===== src/hw/priv_arch_pkg.sv =====
// Architectural definitions of the machine-mode privileged unit.
// Holds CSR addresses, trap cause codes and the mstatus layout.
`default_nettype none

package priv_arch_pkg;

  // CSR address as encoded in the instruction.
  typedef logic [11:0] csr_addr_t;

  // Exception or interrupt code, the low bits of mcause.
  typedef logic [3:0] cause_code_t;

  // Implemented machine CSRs.
  localparam csr_addr_t csr_mstatus  = 12'h300;
  localparam csr_addr_t csr_mie      = 12'h304;
  localparam csr_addr_t csr_mtvec    = 12'h305;
  localparam csr_addr_t csr_mscratch = 12'h340;
  localparam csr_addr_t csr_mepc     = 12'h341;
  localparam csr_addr_t csr_mcause   = 12'h342;
  localparam csr_addr_t csr_mtval    = 12'h343;
  localparam csr_addr_t csr_mip      = 12'h344;
  localparam csr_addr_t csr_minstret = 12'hb02;

  // Synchronous exception codes.
  localparam cause_code_t cause_insn_fault  = 4'd1;
  localparam cause_code_t cause_illegal     = 4'd2;
  localparam cause_code_t cause_breakpoint  = 4'd3;
  localparam cause_code_t cause_load_mal    = 4'd4;
  localparam cause_code_t cause_load_fault  = 4'd5;
  localparam cause_code_t cause_store_mal   = 4'd6;
  localparam cause_code_t cause_store_fault = 4'd7;
  localparam cause_code_t cause_ecall_m     = 4'd11;

  // Interrupt codes, reported with mcause bit 31 set.
  localparam cause_code_t cause_timer_int = 4'd7;
  localparam cause_code_t cause_ext_int   = 4'd11;

  // Enable and pending bit positions in mie and mip.
  localparam int unsigned mie_mtie_bit = 7;
  localparam int unsigned mie_meie_bit = 11;

  // Only the timer and external enables are writable.
  localparam logic [31:0] mie_wmask = 32'h0000_0880;

  // mstatus, machine mode fields only.
  typedef struct packed {
    logic [23:0] rsvd_hi;
    logic        mpie;
    logic [2:0]  rsvd_mid;
    logic        mie;
    logic [2:0]  rsvd_lo;
  } mstatus_bits_t;

  // One CSR data word, viewed raw or as mstatus.
  typedef union packed {
    logic [31:0]   raw;
    mstatus_bits_t status;
  } csr_word_u;

endpackage

`default_nettype wire


===== src/hw/priv_pipe_pkg.sv =====
// Pipeline-facing types of the privileged unit.
// Requests, responses and the internal trap and write records.
`default_nettype none

package priv_pipe_pkg;

  // CSR operation, as decoded from csrrw, csrrs and csrrc.
  typedef enum logic [1:0] {
    csr_op_swap  = 2'b01,
    csr_op_set   = 2'b10,
    csr_op_clear = 2'b11
  } csr_op_e;

  // CSR request, held steady while csr_req is high.
  typedef struct packed {
    csr_op_e                  op;
    priv_arch_pkg::csr_addr_t addr;
    logic [31:0]              wdata;
  } csr_req_t;

  // CSR response, valid while csr_ack is high.
  typedef struct packed {
    logic [31:0] rdata;
    logic        invalid_csr;
  } csr_rsp_t;

  // Fault report of the committing instruction.
  typedef struct packed {
    logic        breakpoint;
    logic        fault_insn;
    logic        illegal_insn;
    logic        env_m;
    logic        mal_l;
    logic        fault_l;
    logic        mal_s;
    logic        fault_s;
    logic [31:0] epc;
    logic [31:0] badaddr;
  } exc_report_t;

  // Trap decision for the register file and the redirect.
  typedef struct packed {
    logic                       take;
    logic                       is_intr;
    priv_arch_pkg::cause_code_t cause;
    logic [31:0]                epc;
    logic [31:0]                tval;
  } trap_t;

  // Merged CSR write toward the register file.
  typedef struct packed {
    logic                     en;
    priv_arch_pkg::csr_addr_t addr;
    priv_arch_pkg::csr_word_u data;
  } csr_wr_t;

endpackage

`default_nettype wire


===== src/hw/priv_block.sv =====
// Machine-mode privileged unit, top level.
// Connects the CSR front end, trap controller, register file and redirect.
`default_nettype none

module priv_block (
  input  wire logic                       CLK,
  input  wire logic                       rst_n,
  input  wire logic                       csr_req,
  input  wire priv_pipe_pkg::csr_req_t    req,
  output logic                            csr_ack,
  output priv_pipe_pkg::csr_rsp_t         rsp,
  input  wire logic                       exc_valid,
  input  wire priv_pipe_pkg::exc_report_t exc,
  input  wire logic                       mret,
  input  wire logic                       retire,
  input  wire logic                       int_window,
  input  wire logic                       ext_int,
  input  wire logic                       timer_int,
  output logic [31:0]                     priv_pc,
  output logic                            insert_pc
);

  priv_arch_pkg::csr_addr_t     rd_addr;
  priv_pipe_pkg::csr_wr_t       wr;
  priv_pipe_pkg::trap_t         trap;
  priv_arch_pkg::mstatus_bits_t status;
  logic [31:0]                  rdata_raw;
  logic                         addr_valid;
  logic [31:0]                  mie_bits;
  logic [31:0]                  mtvec;
  logic [31:0]                  mepc;

  // CSR handshake and merge.
  priv_csr_front u_front (
    .CLK        (CLK),
    .rst_n      (rst_n),
    .csr_req    (csr_req),
    .req        (req),
    .rdata_raw  (rdata_raw),
    .addr_valid (addr_valid),
    .csr_ack    (csr_ack),
    .rsp        (rsp),
    .wr         (wr),
    .rd_addr    (rd_addr)
  );

  priv_trap_ctrl u_trap (
    .exc_valid  (exc_valid),
    .exc        (exc),
    .mret       (mret),
    .int_window (int_window),
    .ext_int    (ext_int),
    .timer_int  (timer_int),
    .status     (status),
    .mie_bits   (mie_bits),
    .trap       (trap)
  );

  priv_csr_rfile u_rfile (
    .CLK        (CLK),
    .rst_n      (rst_n),
    .rd_addr    (rd_addr),
    .wr         (wr),
    .trap       (trap),
    .mret       (mret),
    .retire     (retire),
    .ext_int    (ext_int),
    .timer_int  (timer_int),
    .rdata_raw  (rdata_raw),
    .addr_valid (addr_valid),
    .status     (status),
    .mie_bits   (mie_bits),
    .mtvec      (mtvec),
    .mepc       (mepc)
  );

  // Target PC toward fetch.
  priv_redirect u_redirect (
    .CLK       (CLK),
    .rst_n     (rst_n),
    .trap      (trap),
    .mret      (mret),
    .mtvec     (mtvec),
    .mepc      (mepc),
    .priv_pc   (priv_pc),
    .insert_pc (insert_pc)
  );

endmodule

`default_nettype wire


===== src/hw/priv_csr_front.sv =====
// CSR request front end.
// Runs the four-phase req/ack handshake and merges swap, set and clear
// with the current register value.
`default_nettype none

module priv_csr_front (
  input  wire logic                      CLK,
  input  wire logic                      rst_n,
  input  wire logic                      csr_req,
  input  wire priv_pipe_pkg::csr_req_t   req,
  input  wire logic [31:0]               rdata_raw,
  input  wire logic                      addr_valid,
  output logic                           csr_ack,
  output priv_pipe_pkg::csr_rsp_t        rsp,
  output priv_pipe_pkg::csr_wr_t         wr,
  output priv_arch_pkg::csr_addr_t       rd_addr
);

  typedef enum logic {
    st_idle,
    st_acked
  } state_e;

  state_e                   state_q;
  logic                     start;
  priv_arch_pkg::csr_word_u merged;

  // Access is taken on the first edge req is seen in idle.
  assign start   = csr_req && (state_q == st_idle);
  assign rd_addr = req.addr;

  // Merge rule on the word read from the register file.
  always_comb begin
    merged.raw = rdata_raw;
    case (req.op)
      priv_pipe_pkg::csr_op_swap:  merged.raw = req.wdata;
      priv_pipe_pkg::csr_op_set:   merged.raw = rdata_raw | req.wdata;
      priv_pipe_pkg::csr_op_clear: merged.raw = rdata_raw & ~req.wdata;
      default:                     merged.raw = rdata_raw;
    endcase
  end

  // One-cycle write strobe, dropped for unknown addresses.
  always_comb begin
    wr.en   = start && addr_valid;
    wr.addr = req.addr;
    wr.data = merged;
  end

  // Handshake FSM; ack trails the state by one cycle on both edges.
  always_ff @(posedge CLK) begin
    if (!rst_n) begin
      state_q <= st_idle;
      csr_ack <= 1'b0;
    end else begin
      csr_ack <= (state_q == st_acked);
      case (state_q)
        st_idle:  if (csr_req) state_q <= st_acked;
        st_acked: if (!csr_req) state_q <= st_idle;
        default:  state_q <= st_idle;
      endcase
    end
  end

  // Response captured with the write, held through ack.
  always_ff @(posedge CLK) begin
    if (start) begin
      rsp.rdata       <= addr_valid ? rdata_raw : 32'd0;
      rsp.invalid_csr <= !addr_valid;
    end
  end

  // Ack rises only after two cycles of req.
  a_ack_needs_req: assert property (@(posedge CLK) disable iff (!rst_n)
    $rose(csr_ack) |-> $past(csr_req) && $past(csr_req, 2))
    else $error("csr_ack rose without a held request");

endmodule

`default_nettype wire


===== src/hw/priv_csr_rfile.sv =====
// Machine CSR register file.
// Holds the machine CSRs and applies trap, mret, CSR write and retire
// updates in that order of precedence.
`default_nettype none

module priv_csr_rfile (
  input  wire logic                      CLK,
  input  wire logic                      rst_n,
  input  wire priv_arch_pkg::csr_addr_t  rd_addr,
  input  wire priv_pipe_pkg::csr_wr_t    wr,
  input  wire priv_pipe_pkg::trap_t      trap,
  input  wire logic                      mret,
  input  wire logic                      retire,
  input  wire logic                      ext_int,
  input  wire logic                      timer_int,
  output logic [31:0]                    rdata_raw,
  output logic                           addr_valid,
  output priv_arch_pkg::mstatus_bits_t   status,
  output logic [31:0]                    mie_bits,
  output logic [31:0]                    mtvec,
  output logic [31:0]                    mepc
);

  logic [31:0] mscratch_q;
  logic [31:0] mcause_q;
  logic [31:0] mtval_q;
  logic [31:0] minstret_q;
  logic [31:0] mip_live;

  // Live interrupt levels at bits 11 and 7.
  assign mip_live = {20'd0, ext_int, 3'd0, timer_int, 7'd0};

  // Read decode and address check.
  always_comb begin
    rdata_raw  = 32'd0;
    addr_valid = 1'b1;
    case (rd_addr)
      priv_arch_pkg::csr_mstatus:  rdata_raw = status;
      priv_arch_pkg::csr_mie:      rdata_raw = mie_bits;
      priv_arch_pkg::csr_mip:      rdata_raw = mip_live;
      priv_arch_pkg::csr_mtvec:    rdata_raw = mtvec;
      priv_arch_pkg::csr_mscratch: rdata_raw = mscratch_q;
      priv_arch_pkg::csr_mepc:     rdata_raw = mepc;
      priv_arch_pkg::csr_mcause:   rdata_raw = mcause_q;
      priv_arch_pkg::csr_mtval:    rdata_raw = mtval_q;
      priv_arch_pkg::csr_minstret: rdata_raw = minstret_q;
      default:                     addr_valid = 1'b0;
    endcase
  end

  // Registers with reset.
  always_ff @(posedge CLK) begin
    if (!rst_n) begin
      status     <= '0;
      mie_bits   <= 32'd0;
      mcause_q   <= 32'd0;
      minstret_q <= 32'd0;
    end else begin
      // Trap pushes the enable stack, mret pops it.
      if (trap.take) begin
        status.mpie <= status.mie;
        status.mie  <= 1'b0;
      end else if (mret) begin
        status.mie  <= status.mpie;
        status.mpie <= 1'b1;
      end else if (wr.en && wr.addr == priv_arch_pkg::csr_mstatus) begin
        status.mie  <= wr.data.status.mie;
        status.mpie <= wr.data.status.mpie;
      end
      if (wr.en && wr.addr == priv_arch_pkg::csr_mie)
        mie_bits <= wr.data.raw & priv_arch_pkg::mie_wmask;
      if (trap.take)
        mcause_q <= {trap.is_intr, 27'd0, trap.cause};
      else if (wr.en && wr.addr == priv_arch_pkg::csr_mcause)
        mcause_q <= wr.data.raw;
      // minstret is read-only here.
      if (retire)
        minstret_q <= minstret_q + 32'd1;
    end
  end

  // Payload registers.
  always_ff @(posedge CLK) begin
    if (wr.en && wr.addr == priv_arch_pkg::csr_mtvec)
      mtvec <= wr.data.raw;
    if (wr.en && wr.addr == priv_arch_pkg::csr_mscratch)
      mscratch_q <= wr.data.raw;
    if (trap.take)
      mepc <= trap.epc;
    else if (wr.en && wr.addr == priv_arch_pkg::csr_mepc)
      mepc <= wr.data.raw;
    if (trap.take)
      mtval_q <= trap.tval;
    else if (wr.en && wr.addr == priv_arch_pkg::csr_mtval)
      mtval_q <= wr.data.raw;
  end

  // CSR write and trap never share an edge.
  a_no_write_on_trap: assert property (@(posedge CLK) disable iff (!rst_n)
    !(wr.en && trap.take))
    else $error("CSR write and trap in the same cycle");

endmodule

`default_nettype wire


===== src/hw/priv_redirect.sv =====
// Pipeline redirect control.
// Registers the trap or return target and pulses insert_pc for one
// cycle toward fetch.
`default_nettype none

module priv_redirect (
  input  wire logic                  CLK,
  input  wire logic                  rst_n,
  input  wire priv_pipe_pkg::trap_t  trap,
  input  wire logic                  mret,
  input  wire logic [31:0]           mtvec,
  input  wire logic [31:0]           mepc,
  output logic [31:0]                priv_pc,
  output logic                       insert_pc
);

  // One pulse per trap or mret edge.
  always_ff @(posedge CLK) begin
    if (!rst_n) begin
      insert_pc <= 1'b0;
    end else begin
      insert_pc <= trap.take || mret;
    end
  end

  // Direct mode only, so the mode bits are masked off.
  always_ff @(posedge CLK) begin
    if (trap.take)
      priv_pc <= {mtvec[31:2], 2'b00};
    else if (mret)
      priv_pc <= mepc;
  end

endmodule

`default_nettype wire


===== src/hw/priv_trap_ctrl.sv =====
// Trap controller.
// Ranks the fault flags, arbitrates the interrupt lines and decides
// whether the committing instruction traps.
`default_nettype none

module priv_trap_ctrl (
  input  wire logic                         exc_valid,
  input  wire priv_pipe_pkg::exc_report_t   exc,
  input  wire logic                         mret,
  input  wire logic                         int_window,
  input  wire logic                         ext_int,
  input  wire logic                         timer_int,
  input  wire priv_arch_pkg::mstatus_bits_t status,
  input  wire logic [31:0]                  mie_bits,
  output priv_pipe_pkg::trap_t              trap
);

  logic                       exc_any;
  logic                       ext_pend;
  logic                       timer_pend;
  logic                       int_take;
  priv_arch_pkg::cause_code_t exc_cause;

  assign exc_any = exc_valid && |{exc.breakpoint, exc.fault_insn, exc.illegal_insn,
                                  exc.env_m, exc.mal_l, exc.fault_l,
                                  exc.mal_s, exc.fault_s};

  // Fixed priority, breakpoint highest.
  always_comb begin
    if (exc.breakpoint)        exc_cause = priv_arch_pkg::cause_breakpoint;
    else if (exc.fault_insn)   exc_cause = priv_arch_pkg::cause_insn_fault;
    else if (exc.illegal_insn) exc_cause = priv_arch_pkg::cause_illegal;
    else if (exc.env_m)        exc_cause = priv_arch_pkg::cause_ecall_m;
    else if (exc.mal_l)        exc_cause = priv_arch_pkg::cause_load_mal;
    else if (exc.fault_l)      exc_cause = priv_arch_pkg::cause_load_fault;
    else if (exc.mal_s)        exc_cause = priv_arch_pkg::cause_store_mal;
    else                       exc_cause = priv_arch_pkg::cause_store_fault;
  end

  // Line high and enabled in mie.
  assign ext_pend   = ext_int && mie_bits[priv_arch_pkg::mie_meie_bit];
  assign timer_pend = timer_int && mie_bits[priv_arch_pkg::mie_mtie_bit];

  // Interrupts wait for a clear pipe and a quiet commit slot.
  assign int_take = int_window && !exc_valid && !mret && status.mie &&
                    (ext_pend || timer_pend);

  always_comb begin
    trap.take    = exc_any || int_take;
    trap.is_intr = int_take;
    trap.epc     = exc.epc;
    if (int_take) begin
      // External ranks above timer.
      trap.cause = ext_pend ? priv_arch_pkg::cause_ext_int
                            : priv_arch_pkg::cause_timer_int;
      trap.tval  = 32'd0;
    end else begin
      trap.cause = exc_cause;
      trap.tval  = exc.badaddr;
    end
  end

  // Pipeline never commits a faulting mret.
  a_no_trap_on_mret: assert #0 (!(trap.take === 1'b1 && mret === 1'b1))
    else $error("trap taken in the same cycle as mret");

endmodule

`default_nettype wire


===== config.mk =====
export PLATFORM = sky130hd
export DESIGN_NAME = priv_block
export DESIGN_NICKNAME = d
export VERILOG_FILES = /design/src/hw/priv_arch_pkg.sv /design/src/hw/priv_pipe_pkg.sv /design/src/hw/priv_block.sv /design/src/hw/priv_csr_front.sv /design/src/hw/priv_csr_rfile.sv /design/src/hw/priv_redirect.sv /design/src/hw/priv_trap_ctrl.sv
export SDC_FILE = /design/constraint.sdc
export NUM_CORES = 1
export LEC_CHECK = 0
export ABC_CLOCK_PERIOD_IN_PS = 5800
export BUFFER_PORTS_ARGS = -buffer_cell sky130_fd_sc_hd__buf_4
export CELL_PAD_IN_SITES_DETAIL_PLACEMENT = 2
export CELL_PAD_IN_SITES_GLOBAL_PLACEMENT = 2
export CORE_ASPECT_RATIO = 1.4
export CORE_MARGIN = 1.5
export CORE_UTILIZATION = 30
export DETAILED_ROUTE_END_ITERATION = 8
export GPL_ROUTABILITY_DRIVEN = 0
export HOLD_SLACK_MARGIN = 0.08
export PLACE_DENSITY_LB_ADDON = 0.1
export SYNTH_ARGS = -nofsm -noshare
export SYNTH_HDL_FRONTEND = slang
export SYNTH_SLANG_ARGS = --single-unit

===== constraint.sdc =====
create_clock -name CLK -period 5.8 [get_ports CLK]
set_input_delay 0.87 -clock CLK [delete_from_list [all_inputs] [get_ports CLK]]
set_output_delay 0.87 -clock CLK [all_outputs]
set_load 0.02 [all_outputs]

==> flow_results.org <==
** Setup path
- The setup check on the worst reg-to-reg path leaves a slack of about 2.3 ns.
- Kind of critical path :: in2reg
- Worst Setup Start Kind :: primary input
- Stages on worst setup path :: 8
- The cell family contributing the most delay on the critical path is simple AND/OR/NAND/NOR gates.
- Critical Path AT :: between 4 and 5 ns
- For the worst setup path, the data required time is between 6 and 7 ns.
- Kind of end point of the critical path :: register
- Together, buffers and inverters on the worst path number 2.
- The largest individual stage delay along the critical path comes from the cell sky130_fd_sc_hd__and3_1.
- In this design, the critical path's most frequently occurring cell is sky130_fd_sc_hd__buf_4.
- The worst register-to-register path has a depth of 6.
- Walking the worst path, the cells encountered are buf_4 > nor4bb_1 > and3_1 > buf_4 > a222oi_1 > nand2b_1 > a31oi_1 > o21ai_0.
- The largest single stage delay on the critical path is ~1.0 ns.
- Crit-path max FO :: between 40 and 50

** Power and ir drop
- Overall power consumption after layout is estimated at 4.37 mW.
- Power per cell area :: about 280 mW/mm²
- Maximum vdd ir drop :: 0.193 mV
- Leakage component of the power :: 6.03 nW

** STA
- Subtracting the final worst setup slack from the clock period gives 3.68 ns.
- Crit share post-route :: between 60 and 70%
- Setup repair after global routing left no endpoint under its margin.
- Number of endpoints with negative hold slack in the final report :: 0
- Number of max-slew violations in the final report :: 0
- Worst clock skew :: between 0.01 and 0.015 ns
- Summed over all failing endpoints, the final setup total negative slack is 0 ns.
- Slew at the pin with the worst max-slew slack :: roughly 1.2 ns
- Highest Clock Rate :: 272 MHz
- The worst pin sits at a relative slew slack of 21.3%.
- Setup Viol. Count Final :: 0

** Floorplanning
- Placeable Area :: just over 0.04 mm²
- Die Outline Area :: ~0.043 mm²
- Die Height :: about 240 µm
- Once the floorplan was initialized, standard cells occupied between 30 and 40% of the core.
- After floorplanning, the core was divided into 88 placement rows.
- The die is approximately 180 µm wide.
- Number of I/O pins :: 194

** GRT
- Entering global routing, the biggest net connects 64 pins.
- Met3 Use GR :: under 10%
- Grt met1 use :: 26.2%
- The via count of the first global-routing pass was 10700.
- met2 is the most crowded layer.
- For this run, the total global-route usage over all layers was measured as approximately 21%.
- Global routing consumed, on the met2 layer, 39.8% of the routing resources.
- Wire length of the first global-routing pass :: 67800 µm
- The initial antenna violation count is 0.
- Aggregate global routing overflow :: 0

** Clock tree
- Insertion delay of the later-clocked pin in the worst-skew pair :: between 0.5 and 0.6 ns
- Gates resized during post-CTS repair numbered 0.
- Counting every sink on the clock net gives around 260.
- Number of buffers inserted during clock tree synthesis :: 29
- CTS H-tree lvls :: 1
- Max Buffers Root-to-Sink :: 3
- Clock-pin slew was measured on the worst setup and hold paths at 0.06 ns.
- Buffers inserted to repair hold after CTS numbered 0.
- CTS tree :: yes
- Root buffer cell :: sky130_fd_sc_hd__clkbuf_16
- Number of buffers inserted by post-CTS setup repair :: 0

** Synth
- Synth Net Count :: between 1000 and 1500
- Each instance of the synthesized netlist takes up on average around 11 µm².
- Predominant post-synthesis flop cell :: sky130_fd_sc_hd__edfxtp_1
- Yosys Warn Count :: 0
- In this run, distinct cell masters in the synthesized netlist total between 70 and 80.
- After technology mapping, the gate count stands at about 1100.
- Flip-flop and latch count after synthesis :: 264
- In this run the cell area of the synthesized design comes to approximately 0.013 mm².
- Post-synth EDFFs :: ~190
- Sequential elements use approximately 58% of the synthesized area.
- Of all flip-flops after synthesis, the portion carrying an async set or reset was 0%.

** Placed design
- Number of I/O port buffers :: between 150 and 200
- Detailed placement ended at an HPWL of roughly 30000 µm.

** Route
- Residual DRC :: 0
- Summed over all layers, the routed wires come to around 46000 µm.
- The first detailed-routing pass took 7 iterations.
- Post-detailed-route wirelength per cell :: 24.6 µm
- The detailed router finished its first iteration with around 570 violations.
- In this run the remaining antenna-violating nets after routing total 0.
- Vias per Instance :: 5.25
- Vias post-DR :: between 9000 and 10000

** Final layout
- The top cell types in the final layout, fill and taps aside, are 215 x sky130_fd_sc_hd__buf_4, 208 x sky130_fd_sc_hd__nand2_1, 191 x sky130_fd_sc_hd__edfxtp_1.
- The library cell used most frequently in the layout, excluding fill and tap cells, is sky130_fd_sc_hd__buf_4.
- After the last flow step, the layout net total stands at about 1400.
- Area added between synthesis and finish :: 22.9%
- Share of final-layout standard cells stronger than drive strength 1 :: 27.1%
- Antenna diode instance count :: 0
- The filler cells instantiated in the layout total around 4400.

** Outcome
- The flow ran to the end, and the final reports show no timing, DRC or antenna violations.

** Run
- Number of max-cap violations :: 0

** Hold path
- The worst hold path belongs to the class reg2reg.
- Along the worst hold path, the cell count comes to 1.
## synthesized netlist by cell type (5+ instances only)
library cell,n,area share [%]
sky130_fd_sc_hd__o21ai_1,60,2.4
sky130_fd_sc_hd__a21oi_1,14,0.56
sky130_fd_sc_hd__mux4_2,29,5.2
sky130_fd_sc_hd__clkbuf_1,41,1.2
sky130_fd_sc_hd__dfxtp_1,73,12
sky130_fd_sc_hd__a31oi_2,17,1.7
sky130_fd_sc_hd__a31oi_1,8,0.40
sky130_fd_sc_hd__buf_6,5,0.45
sky130_fd_sc_hd__inv_2,25,0.75
sky130_fd_sc_hd__nand2_1,208,6.2
sky130_fd_sc_hd__buf_1,7,0.21
sky130_fd_sc_hd__inv_1,48,1.4
sky130_fd_sc_hd__nand3_1,47,1.9
sky130_fd_sc_hd__xor2_1,9,0.63
sky130_fd_sc_hd__xnor2_1,17,1.2
sky130_fd_sc_hd__nor2_1,54,1.6
sky130_fd_sc_hd__nor3_1,10,0.40
sky130_fd_sc_hd__nand4_1,8,0.40
sky130_fd_sc_hd__and3_1,6,0.30
sky130_fd_sc_hd__or3_1,10,0.50
sky130_fd_sc_hd__nand2b_1,29,1.4
sky130_fd_sc_hd__a22o_1,31,2.2
sky130_fd_sc_hd__buf_2,15,0.60
sky130_fd_sc_hd__a222oi_1,27,2.2
sky130_fd_sc_hd__o21a_1,5,0.30
sky130_fd_sc_hd__o21ai_0,40,1.6
sky130_fd_sc_hd__edfxtp_1,191,46
sky130_fd_sc_hd__and2_1,5,0.25
## metrics by stage
step | util [%] | setup slack [ns] | area (µm²) | hold slack, ns | cells
2_1_floorplan | - | 1.09 | 12500 | 0.420 | 1116
3_3_place_gp | 35.2 | 1.52 | 14500 | 0.432 | 1800
3_5_place_dp | 35.2 | 1.57 | 14500 | 0.456 | 1800
4_1_cts | 37.3 | 2.15 | 15400 | 0.474 | 1853
5_1_grt | 37.3 | 1.88 | 15400 | 0.483 | 1853
6_report | 37.3 | 2.12 | 15400 | 0.464 | 1853
## metal layers
layer	vias up	part of all wire (%)
met5	-	0
met4	0	2.1
met3	52	3.5
met2	230	53
met1	4993	41
li1	4455	-
## state kept, by name, indices dropped and copies added (netlist names), 2 cells and up
name,count
u_rfile.mcause_q,32
u_rfile.mscratch_q,32
u_rfile.minstret_q,32
u_rfile.mtvec,32
u_rfile.status,2
u_redirect.priv_pc,32
u_rfile.mtval_q,32
u_rfile.mepc,32
u_rfile.mie_bits,2
u_front.rsp,33
## cells by family after synthesis
family,Yosys count,share of synthesized area (%)
AND/OR/NAND/NOR,407,15.4
flip-flops,264,57.5
AO/OA/AOI/OAI,233,13.7
buffers and inverters,145,4.99
multiplexers,40,6.53
XOR/XNOR,26,1.82
adder cells (fa/ha/maj),1,0.100
## cell type report
cell class,count,area [µm²],share of cell area [%]
inverters,74,278,1.81
repair buffers,215,1610,10.5
multi-input cells,707,4750,30.9
clock buffers,43,808,5.26
clock inverters,10,56.3,0.366
flip-flops and latches,264,7200,46.8
well taps,540,676,4.39
## worst paths after layout
path / from / to
worst min register to register: u_front.state_q / u_front.csr_ack
worst max-delay path: req[33] / u_rfile.mepc[6]
worst min-delay path: u_front.state_q / u_front.csr_ack
worst max register to register: u_rfile.mie_bits[11] / u_redirect.priv_pc[12]
## power by group
| part | leakage, nW | internal, mW | switching (mW) |
|---|---|---|---|
| combinational | 3.14 | 0.186 | 0.290 |
| clock | 0.419 | 0.961 | 0.786 |
| sequential | 2.47 | 2.11 | 0.0357 |
| total | 6.03 | 3.26 | 1.11 |
Note: power is estimated with default switching activity, not from simulation.
